<file path="src/tusca_types_pkg.sv">
package tusca_types_pkg;

  // serial data byte
  typedef logic [7:0] byte_t;

  // temperature, humidity or limit value
  typedef logic [15:0] value_t;

  // temperature level, 0 to 7
  typedef logic [2:0] level_t;

  typedef enum logic [1:0] {
    st_inicial,
    st_medir,
    st_aguarda, // waiting for the sensor frame
    st_delay
  } uc_state_t;

  typedef enum logic [1:0] {
    rx_idle,
    rx_start,
    rx_data,
    rx_stop
  } rx_state_t;

endpackage

</file>
<file path="src/tusca_timing_pkg.sv">
package tusca_timing_pkg;

  localparam int BIT_CYCLES   = 8;    // clocks per serial bit
  localparam int GAP_CYCLES   = 200;  // idle clocks before a partial frame is dropped
  localparam int MEDIDA_BYTES = 5;
  localparam int CONFIG_BYTES = 17;
  localparam int DELAY_CYCLES = 3000; // measurement interval and sensor timeout
  localparam int FAN_PERIOD   = 70;
  localparam int FAN_STEP     = 10;   // duty per level
  localparam int SERVO_PERIOD = 200;
  localparam int SERVO_MIN    = 10;
  localparam int SERVO_MAX    = 20;

  localparam int BIT_W        = $clog2(BIT_CYCLES);
  localparam int GAP_W        = $clog2(GAP_CYCLES);
  localparam int DELAY_W      = $clog2(DELAY_CYCLES);
  localparam int FAN_DUTY_W   = $clog2(FAN_PERIOD + 1);
  localparam int SERVO_DUTY_W = $clog2(SERVO_PERIOD + 1);

endpackage

</file>
<file path="src/uart_rx.sv">
module uart_rx import tusca_types_pkg::*, tusca_timing_pkg::*; (
  input  logic  clock,
  input  logic  arst_n,
  input  logic  rx,
  output byte_t byte_data,
  output logic  byte_valid
);

  rx_state_t        state;
  logic [1:0]       rx_sync;
  logic [BIT_W-1:0] os_cnt;  // oversampling counter
  logic [2:0]       bit_cnt;
  byte_t            shreg;

  // two-flop synchronizer, line idles high
  always_ff @(posedge clock or negedge arst_n) begin
    if (!arst_n) rx_sync <= 2'b11;
    else         rx_sync <= {rx_sync[0], rx};
  end

  always_ff @(posedge clock or negedge arst_n) begin
    if (!arst_n) begin
      state      <= rx_idle;
      os_cnt     <= '0;
      bit_cnt    <= '0;
      byte_valid <= 1'b0;
    end else begin
      byte_valid <= 1'b0;
      os_cnt     <= os_cnt + 1'b1;
      case (state)
        rx_idle: begin
          os_cnt <= '0;
          if (!rx_sync[1]) state <= rx_start;
        end
        rx_start: begin
          if (os_cnt == BIT_W'(BIT_CYCLES / 2 - 1)) begin
            os_cnt  <= '0;
            bit_cnt <= '0;
            state   <= rx_sync[1] ? rx_idle : rx_data; // glitch, not a start bit
          end
        end
        rx_data: begin
          if (os_cnt == BIT_W'(BIT_CYCLES - 1)) begin
            os_cnt  <= '0;
            bit_cnt <= bit_cnt + 1'b1;
            if (bit_cnt == 3'd7) state <= rx_stop;
          end
        end
        rx_stop: begin
          if (os_cnt == BIT_W'(BIT_CYCLES - 1)) begin
            byte_valid <= rx_sync[1]; // bad stop bit drops the byte
            state      <= rx_idle;
          end
        end
        default: state <= rx_idle;
      endcase
    end
  end

  // lsb first
  always_ff @(posedge clock) begin
    if (state == rx_data && os_cnt == BIT_W'(BIT_CYCLES - 1)) shreg <= {rx_sync[1], shreg[7:1]};
  end

  assign byte_data = shreg;

endmodule

</file>
<file path="src/frame_receiver.sv">
module frame_receiver import tusca_types_pkg::*, tusca_timing_pkg::*; #(
  parameter int NBYTES = 5
) (
  input  logic                      clock,
  input  logic                      arst_n,
  input  logic                      clear,
  input  byte_t                     byte_data,
  input  logic                      byte_valid,
  output logic [(NBYTES-1)*8-1:0]   payload,
  output logic                      done,
  output logic                      error
);

  logic [$clog2(NBYTES)-1:0] count;
  logic [GAP_W-1:0]          gap_cnt;
  byte_t                     sum;
  logic                      last_byte;
  logic                      gap_hit;

  assign last_byte = byte_valid && (count == NBYTES - 1);
  assign gap_hit   = (count != '0) && (gap_cnt == GAP_W'(GAP_CYCLES - 1));

  always_ff @(posedge clock or negedge arst_n) begin
    if (!arst_n) begin
      count   <= '0;
      sum     <= '0;
      gap_cnt <= '0;
      done    <= 1'b0;
      error   <= 1'b0;
    end else begin
      done  <= 1'b0;
      error <= 1'b0;
      if (clear || gap_hit) begin
        count   <= '0;
        sum     <= '0;
        gap_cnt <= '0;
      end else if (byte_valid) begin
        gap_cnt <= '0;
        if (last_byte) begin
          // last byte is the checksum
          done  <= (byte_data == sum);
          error <= (byte_data != sum);
          count <= '0;
          sum   <= '0;
        end else begin
          count <= count + 1'b1;
          sum   <= sum + byte_data;
        end
      end else if (count != '0) begin
        gap_cnt <= gap_cnt + 1'b1;
      end
    end
  end

  // msb first, first byte ends up on top
  always_ff @(posedge clock) begin
    if (byte_valid && !last_byte && !clear) begin
      payload <= {payload[(NBYTES-2)*8-1:0], byte_data};
    end
  end

endmodule

</file>
<file path="src/threshold_compare.sv">
module threshold_compare import tusca_types_pkg::*; (
  input  value_t temp,
  input  value_t umidade,
  input  value_t lim_temp1,
  input  value_t lim_temp2,
  input  value_t lim_temp3,
  input  value_t lim_temp4,
  input  value_t lim_temp5,
  input  value_t lim_temp6,
  input  value_t lim_temp7,
  input  value_t lim_umidade,
  output level_t nivel,
  output logic   rele
);

  value_t lims [7];

  assign lims = '{lim_temp1, lim_temp2, lim_temp3, lim_temp4, lim_temp5, lim_temp6, lim_temp7};

  // number of limits reached, order of limits does not matter
  always_comb begin
    nivel = '0;
    for (int i = 0; i < 7; i++) begin
      if (temp >= lims[i]) nivel = nivel + 1'b1;
    end
  end

  assign rele = (umidade < lim_umidade); // humidifier on while too dry

endmodule

</file>
<file path="src/pwm_generator.sv">
module pwm_generator #(
  parameter int PERIOD = 100
) (
  input  logic                        clock,
  input  logic                        arst_n,
  input  logic [$clog2(PERIOD+1)-1:0] duty,
  output logic                        pwm
);

  logic [$clog2(PERIOD)-1:0] cnt;

  always_ff @(posedge clock or negedge arst_n) begin
    if (!arst_n) begin
      cnt <= '0;
      pwm <= 1'b0;
    end else begin
      if (cnt == PERIOD - 1) cnt <= '0;
      else                   cnt <= cnt + 1'b1;
      pwm <= (cnt < duty); // duty cycles high per period
    end
  end

endmodule

</file>
<file path="src/tusca_fd.sv">
module tusca_fd import tusca_types_pkg::*, tusca_timing_pkg::*; (
  input  logic   clock,
  input  logic   arst_n,
  input  logic   gira,
  input  logic   conta_delay,
  input  logic   zera_delay,
  input  logic   medir_dht11,
  input  logic   rx_serial_medida,
  input  logic   rx_serial_config,
  output logic   medir_dht11_out,
  output logic   fim_delay,
  output logic   pronto_medida,
  output logic   erro_medida,
  output logic   pronto_config,
  output logic   erro_config,
  output logic   rele,
  output logic   pwm_ventoinha,
  output logic   pwm_servo,
  output level_t db_nivel_temperatura,
  output value_t db_temperatura,
  output value_t db_umidade
);

  byte_t  byte_medida, byte_config;
  logic   valid_medida, valid_config;
  logic   [(MEDIDA_BYTES-1)*8-1:0] payload_medida;
  logic   [(CONFIG_BYTES-1)*8-1:0] payload_config;
  value_t temp, umidade, lim_umidade;
  value_t lim_temp [7];
  level_t nivel;
  logic   [DELAY_W-1:0]      delay_cnt;
  logic   [FAN_DUTY_W-1:0]   duty_ventoinha;
  logic   [SERVO_DUTY_W-1:0] duty_servo;

  uart_rx rx_medida_i (.clock(clock), .arst_n(arst_n), .rx(rx_serial_medida),
    .byte_data(byte_medida), .byte_valid(valid_medida));

  uart_rx rx_config_i (.clock(clock), .arst_n(arst_n), .rx(rx_serial_config),
    .byte_data(byte_config), .byte_valid(valid_config));

  frame_receiver #(.NBYTES(MEDIDA_BYTES)) frame_medida_i (.clock(clock), .arst_n(arst_n),
    .clear(medir_dht11), .byte_data(byte_medida), .byte_valid(valid_medida),
    .payload(payload_medida), .done(pronto_medida), .error(erro_medida));

  frame_receiver #(.NBYTES(CONFIG_BYTES)) frame_config_i (.clock(clock), .arst_n(arst_n),
    .clear(1'b0), .byte_data(byte_config), .byte_valid(valid_config),
    .payload(payload_config), .done(pronto_config), .error(erro_config));

  // payload order: humidity then temperature, limits 1..7 then humidity limit
  always_ff @(posedge clock or negedge arst_n) begin
    if (!arst_n) begin
      temp        <= '0;
      umidade     <= '0;
      lim_temp    <= '{default: '1};
      lim_umidade <= '0;
    end else begin
      if (pronto_medida) {umidade, temp} <= payload_medida;
      if (pronto_config) begin
        for (int i = 0; i < 7; i++) lim_temp[i] <= payload_config[127 - 16*i -: 16];
        lim_umidade <= payload_config[15:0];
      end
    end
  end

  threshold_compare cmp_i (.temp(temp), .umidade(umidade), .lim_temp1(lim_temp[0]),
    .lim_temp2(lim_temp[1]), .lim_temp3(lim_temp[2]), .lim_temp4(lim_temp[3]),
    .lim_temp5(lim_temp[4]), .lim_temp6(lim_temp[5]), .lim_temp7(lim_temp[6]),
    .lim_umidade(lim_umidade), .nivel(nivel), .rele(rele));

  // delay counter, wraps at the end
  always_ff @(posedge clock or negedge arst_n) begin
    if (!arst_n) begin
      delay_cnt       <= '0;
      medir_dht11_out <= 1'b0;
    end else begin
      medir_dht11_out <= medir_dht11;
      if (zera_delay)       delay_cnt <= '0;
      else if (conta_delay) delay_cnt <= fim_delay ? '0 : delay_cnt + 1'b1;
    end
  end

  assign fim_delay = (delay_cnt == DELAY_W'(DELAY_CYCLES - 1));

  assign duty_ventoinha = FAN_DUTY_W'(nivel * FAN_STEP);
  assign duty_servo     = gira ? SERVO_DUTY_W'(SERVO_MAX) : SERVO_DUTY_W'(SERVO_MIN);

  pwm_generator #(.PERIOD(FAN_PERIOD)) pwm_fan_i (.clock(clock), .arst_n(arst_n),
    .duty(duty_ventoinha), .pwm(pwm_ventoinha));

  pwm_generator #(.PERIOD(SERVO_PERIOD)) pwm_servo_i (.clock(clock), .arst_n(arst_n),
    .duty(duty_servo), .pwm(pwm_servo));

  assign db_nivel_temperatura = nivel;
  assign db_temperatura       = temp;
  assign db_umidade           = umidade;

endmodule

</file>
<file path="src/tusca_uc.sv">
module tusca_uc import tusca_types_pkg::*; (
  input  logic clock,
  input  logic arst_n,
  input  logic pronto_medida,
  input  logic erro_medida,
  input  logic fim_delay,
  output logic medir_dht11,
  output logic conta_delay,
  output logic zera_delay,
  output logic gira
);

  uc_state_t state, next_state;
  logic      fim_espera;

  // frame finished, good or bad, or sensor silent too long
  assign fim_espera = pronto_medida || erro_medida || fim_delay;

  always_ff @(posedge clock or negedge arst_n) begin
    if (!arst_n) state <= st_inicial;
    else         state <= next_state;
  end

  always_comb begin
    next_state = state;
    case (state)
      st_inicial: next_state = st_medir;
      st_medir:   next_state = st_aguarda;
      st_aguarda: if (fim_espera) next_state = st_delay;
      st_delay:   if (fim_delay) next_state = st_medir;
      default:    next_state = st_inicial;
    endcase
  end

  always_comb begin
    medir_dht11 = (state == st_medir);
    conta_delay = (state == st_aguarda) || (state == st_delay);
    // also restart on leaving st_aguarda so st_delay sees a full interval
    zera_delay  = (state == st_medir) || (state == st_aguarda && fim_espera);
  end

  always_ff @(posedge clock or negedge arst_n) begin
    if (!arst_n)            gira <= 1'b0;
    else if (pronto_medida) gira <= ~gira; // servo swaps side per good reading
  end

endmodule

</file>
<file path="src/tusca.sv">
module tusca import tusca_types_pkg::*; (
  input  logic   clock,
  input  logic   arst_n,
  input  logic   rx_serial_medida,
  input  logic   rx_serial_config,
  output logic   medir_dht11_out,
  output logic   pronto_medida,
  output logic   erro_medida,
  output logic   pronto_config,
  output logic   erro_config,
  output logic   rele,
  output logic   pwm_ventoinha,
  output logic   pwm_servo,
  output level_t db_nivel_temperatura,
  output value_t db_temperatura,
  output value_t db_umidade
);

  logic medir_dht11, conta_delay, zera_delay, gira;
  logic fim_delay;

  tusca_uc uc_i (
    .clock         (clock),
    .arst_n        (arst_n),
    .pronto_medida (pronto_medida),
    .erro_medida   (erro_medida),
    .fim_delay     (fim_delay),
    .medir_dht11   (medir_dht11),
    .conta_delay   (conta_delay),
    .zera_delay    (zera_delay),
    .gira          (gira)
  );

  tusca_fd fd_i (
    .clock(clock), .arst_n(arst_n), .gira(gira), .conta_delay(conta_delay),
    .zera_delay(zera_delay), .medir_dht11(medir_dht11),
    .rx_serial_medida(rx_serial_medida), .rx_serial_config(rx_serial_config),
    .medir_dht11_out(medir_dht11_out), .fim_delay(fim_delay),
    .pronto_medida(pronto_medida), .erro_medida(erro_medida),
    .pronto_config(pronto_config), .erro_config(erro_config), .rele(rele),
    .pwm_ventoinha(pwm_ventoinha), .pwm_servo(pwm_servo),
    .db_nivel_temperatura(db_nivel_temperatura), .db_temperatura(db_temperatura),
    .db_umidade(db_umidade)
  );

endmodule

</file>
<file path="config.mk">
export PLATFORM = sky130hd
export DESIGN_NAME = tusca
export DESIGN_NICKNAME = d
export VERILOG_FILES = /design/src/tusca_types_pkg.sv /design/src/tusca_timing_pkg.sv /design/src/uart_rx.sv /design/src/frame_receiver.sv /design/src/threshold_compare.sv /design/src/pwm_generator.sv /design/src/tusca_fd.sv /design/src/tusca_uc.sv /design/src/tusca.sv
export SDC_FILE = /design/constraint.sdc
export NUM_CORES = 1
export LEC_CHECK = 0
export BUFFER_PORTS_ARGS = -buffer_cell sky130_fd_sc_hd__buf_2
export CAP_MARGIN = 20
export CORE_MARGIN = 2
export CORE_UTILIZATION = 57
export DETAILED_ROUTE_END_ITERATION = 12
export GPL_ROUTABILITY_DRIVEN = 0
export GPL_TIMING_DRIVEN = 0
export PLACE_DENSITY = 0.82
export SLEW_MARGIN = 0
export SYNTH_ARGS = -nofsm -noshare
export SYNTH_HDL_FRONTEND = slang
export SYNTH_HIERARCHICAL = 1
export SYNTH_SLANG_ARGS = --single-unit
</file>
<file path="constraint.sdc">
create_clock -name clock -period 6.2 [get_ports clock]
set_input_delay 0.93 -clock clock [delete_from_list [all_inputs] [get_ports clock]]
set_output_delay 0.93 -clock clock [all_outputs]
set_load 0.02 [all_outputs]
</file>
==> impl_metrics.ini <==
[critical_path]
critPathTopFamily = compound AO/OA/AOI/OAI gates
cp_max_fo = 3
crit_buf_inv = 2
slowest_stage = dfrtp_2
critPathRequiredTime_ns = 5.27
cp.arrival_ns = 5.53
slowest_delay_ns = 0.41
worstSetupPathType = register to primary output
crit_chain = clkinv_4 -> ha_4 -> nand2b_4 -> a21o_1 -> a21o_1 -> a21o_1 -> a21o_1 -> a21oi_2 -> o21ai_2 -> a221oi_2 -> o21a_1 -> ha_4 -> xnor2_4 -> ha_1 -> mux2_4 -> ha_4 -> mux2_4 -> ha_4 -> mux2_4 -> ha_4 -> nand2_4 -> xnor2_2 -> xnor2_2 -> buf_4
crit_path_frequent_cell = ha_4
end_kind = primary output
startpoint_type = register

[drt]
vias = 12200
via_per_inst = 5.69
firstDrtPassIters = 5
drtAntennaViolNets = 0
finalWirelength_mm = 40.1
dr.first_iter.drc_count = 677
routedWlPerCell_um = 18.7
drc = 0

[logic_synthesis]
yosysWarningCount = 6
synth_fa_ha_area_frac = 0.120
synth-simple-area-share = 0.0695
syn_area_mm2 = 0.0206
synth-compound-area-share = 0.0786
synth-xor-area-share = 0.0200
synth_seq_cells = 435
yosysSeqAreaShare = 0.578
synth_area_per_cell_um2 = 13.5
synth_top_area_cell = edfxtp_1
yosysTopAreaCellShare = 0.257
synth_top_family_by_area = adder cells
async_reset_ff_frac = 0.595
synth_cell_type_count = 85
netlist_instances = 1529
ys.flop_type = edfxtp_1
netlist_top_cells_area = edfxtp_1 26%, dfrtp_1 17%, dfstp_2 15%
synth_mux_area_frac = 0.0947
synth-edff-count = 176

[flow_run]
drv_cap = 0

[floorplanning]
core_area_mm2 = 0.0356
die_area_mm2 = 0.0377
die_w_um = 194
die_h_um = 194
start_util = 0.579
ios = 47
rows = 69

[clock_network]
cts_tree = yes
clk_pin_slew_worst_paths_ns = 0.06
clk-insertion-delay-late_ns = 0.56
cts.sink_count = 435
cts.root.buffer_cell = clkbuf_16
cts_made_buffers = 44
hold_buffers = 0
htreeDepth = 2
clockBufferDepth = 3

[placement]
dpl_cell_area_mm2 = 0.0217
dp_hpwl_mm = 27.1
portBuffers = 46

[layout]
final_area_mm2 = 0.0234
nets = 1846
multi_input_area_mm2 = 0.00814
regArea_mm2 = 0.0119
antenna-diode-count = 0
fillers = 2467
drive_above_1_share = 0.299
area_growth_pct = 13.6

[worst_hold_path]
hold_class = input pin to async pin

[outcome]
violations = negative setup slack
outcome = finished, violations left

[timing]
slew_headroom = 0.505
finalHoldViolCount = 0
drv_slew = 0
layout_setup_ws_ns = -0.263
worstMarginPinSlew_ns = 0.743
skew_ns = 0.0247
rsz0062_at_grt = yes
hold_slack_ns = 0.315
setup_viol = 3
tns_ns = -0.713
fin_crit_ns = 6.46
fmax_mhz = 155
fin_crit_sh = 1.04

[global_routing]
grt_pass1_vias = 13100
globalRouteOverflowTotal = 0
track_usage = 0.217
grt_pass1_wl_mm = 65.6
antenna_found_initial = 0
grt_max_degree = 115

[power_and_ir_drop]
power.leakage_nw = 10.0
max-vdd-ir-drop_mv = 0.276
p_total_mw = 6.76
p_per_area_mw_per_mm2 = 289
## where the power goes
part | switching, mW | leakage, nW | internal (mW)
sequential | 0.114 | 4.69 | 3.12
combinational | 0.435 | 4.61 | 0.320
clock | 1.11 | 0.738 | 1.66
total | 1.66 | 10.0 | 5.11
## path summary, 6_finish.rpt
| path | from | to | slack (ns) | depth (start not counted) |
|---|---|---|---|---|
| min in group clock | fd_i/rx_medida_i/rx_sync[0] | fd_i/rx_medida_i/rx_sync[1] | 0.36 | 0 |
| setup reg to reg | fd_i/db_temperatura[0] | fd_i/pwm_fan_i/pwm | -0.24 | 32 |
| hold / removal | arst_n | fd_i/pwm_servo_i/cnt[7] | 0.32 | 1 |
| max in group asynchronous | arst_n | fd_i/db_temperatura[2] | 5.02 | 2 |
| setup / recovery | fd_i/db_temperatura[0] | db_nivel_temperatura[2] | -0.26 | 24 |
| hold reg to reg | fd_i/rx_medida_i/rx_sync[0] | fd_i/rx_medida_i/rx_sync[1] | 0.36 | 0 |
## registers in the layout, indices dropped and copies added, names as in the netlist, 8 cells and up, named ones only
signal / count
fd_i/db_temperatura: 16
fd_i/db_umidade: 16
fd_i/delay_cnt: 12
fd_i/frame_config_i/gap_cnt: 8
fd_i/frame_config_i/payload: 128
fd_i/frame_config_i/sum: 8
fd_i/frame_medida_i/gap_cnt: 8
fd_i/frame_medida_i/payload: 32
fd_i/frame_medida_i/sum: 8
fd_i/lim_temp: 112
fd_i/lim_umidade: 16
fd_i/pwm_servo_i/cnt: 8
fd_i/rx_config_i/byte_data: 8
fd_i/rx_medida_i/byte_data: 8
## through the flow
| step | instances | util | setup WS [ns] |
|---|---|---|---|
| 2_1_floorplan | 1538 | - | 0.000199 |
| 3_3_place_gp | 2045 | 0.606 | -1.13 |
| 3_5_place_dp | 2049 | 0.610 | -0.698 |
| 4_1_cts | 2138 | 0.657 | -0.329 |
| 5_1_grt | 2141 | 0.658 | -0.466 |
| 6_report | 2141 | 0.658 | -0.263 |
## per-layer routing
metal | routed length (µm) | vias up | global-route usage
li1 | - | 5716 | -
met1 | 16500 | 6131 | 0.264
met2 | 20800 | 246 | 0.388
met3 | 1600 | 89 | 0.0355
met4 | 1150 | 0 | 0.0791
met5 | 0 | - | 0
## kinds of logic after synthesis
kind of cell               Yosys count
and+or+nand+nor                    250
AOI/OAI and AO/OA                  239
adders and majority gates          196
xor gates and xnor gates            47
muxes                              173
buffers and inverters              188
DFF                                435
other                                1
## cell usage in the layout, fill, tap and decap left out, types with 13 or more instances in the layout
| cell | synthesis | final |
|---|---|---|
| nor3_1 | 16 | 16 |
| nand4_1 | 23 | 23 |
| edfxtp_1 | 176 | 176 |
| nand2b_1 | 15 | 13 |
| clkbuf_16 | 0 | 44 |
| xnor2_1 | 23 | 20 |
| a21oi_1 | 61 | 58 |
| nand3_1 | 16 | 16 |
| nor2_1 | 56 | 56 |
| nand2_1 | 53 | 52 |
| xor2_1 | 24 | 24 |
| ha_1 | 194 | 183 |
| a21o_1 | 39 | 39 |
| a22o_1 | 15 | 15 |
| o21ai_0 | 37 | 35 |
| dfrtp_1 | 143 | 140 |
| inv_1 | 158 | 155 |
| buf_2 | 18 | 61 |
| mux2_2 | 159 | 158 |
| dfstp_2 | 116 | 116 |
## cells in the mapped netlist (24+ instances only)
master,n
xor2_1,24
nor2_1,56
dfstp_2,116
a21o_1,39
ha_1,194
inv_1,158
a21oi_1,61
edfxtp_1,176
dfrtp_1,143
mux2_2,159
o21ai_0,37
nand2_1,53
## what timing repair did
action                                  CTS  global route
buffers inserted                          9             0
resized for setup                        19             4
pin swaps                                20             7
endpoints found under the setup margin    4             4
gates cloned                              0             0
## area by class of cell
class,instances,area share
clock buffers,51,0.0490
clock inverters,29,0.0154
flip-flops and latches,435,0.509
multi-input cells,915,0.348
inverters,158,0.0258
repair buffers,62,0.0189
plain buffers,30,0.00882
well taps,461,0.0247
Note: power is estimated with default switching activity, not from simulation.
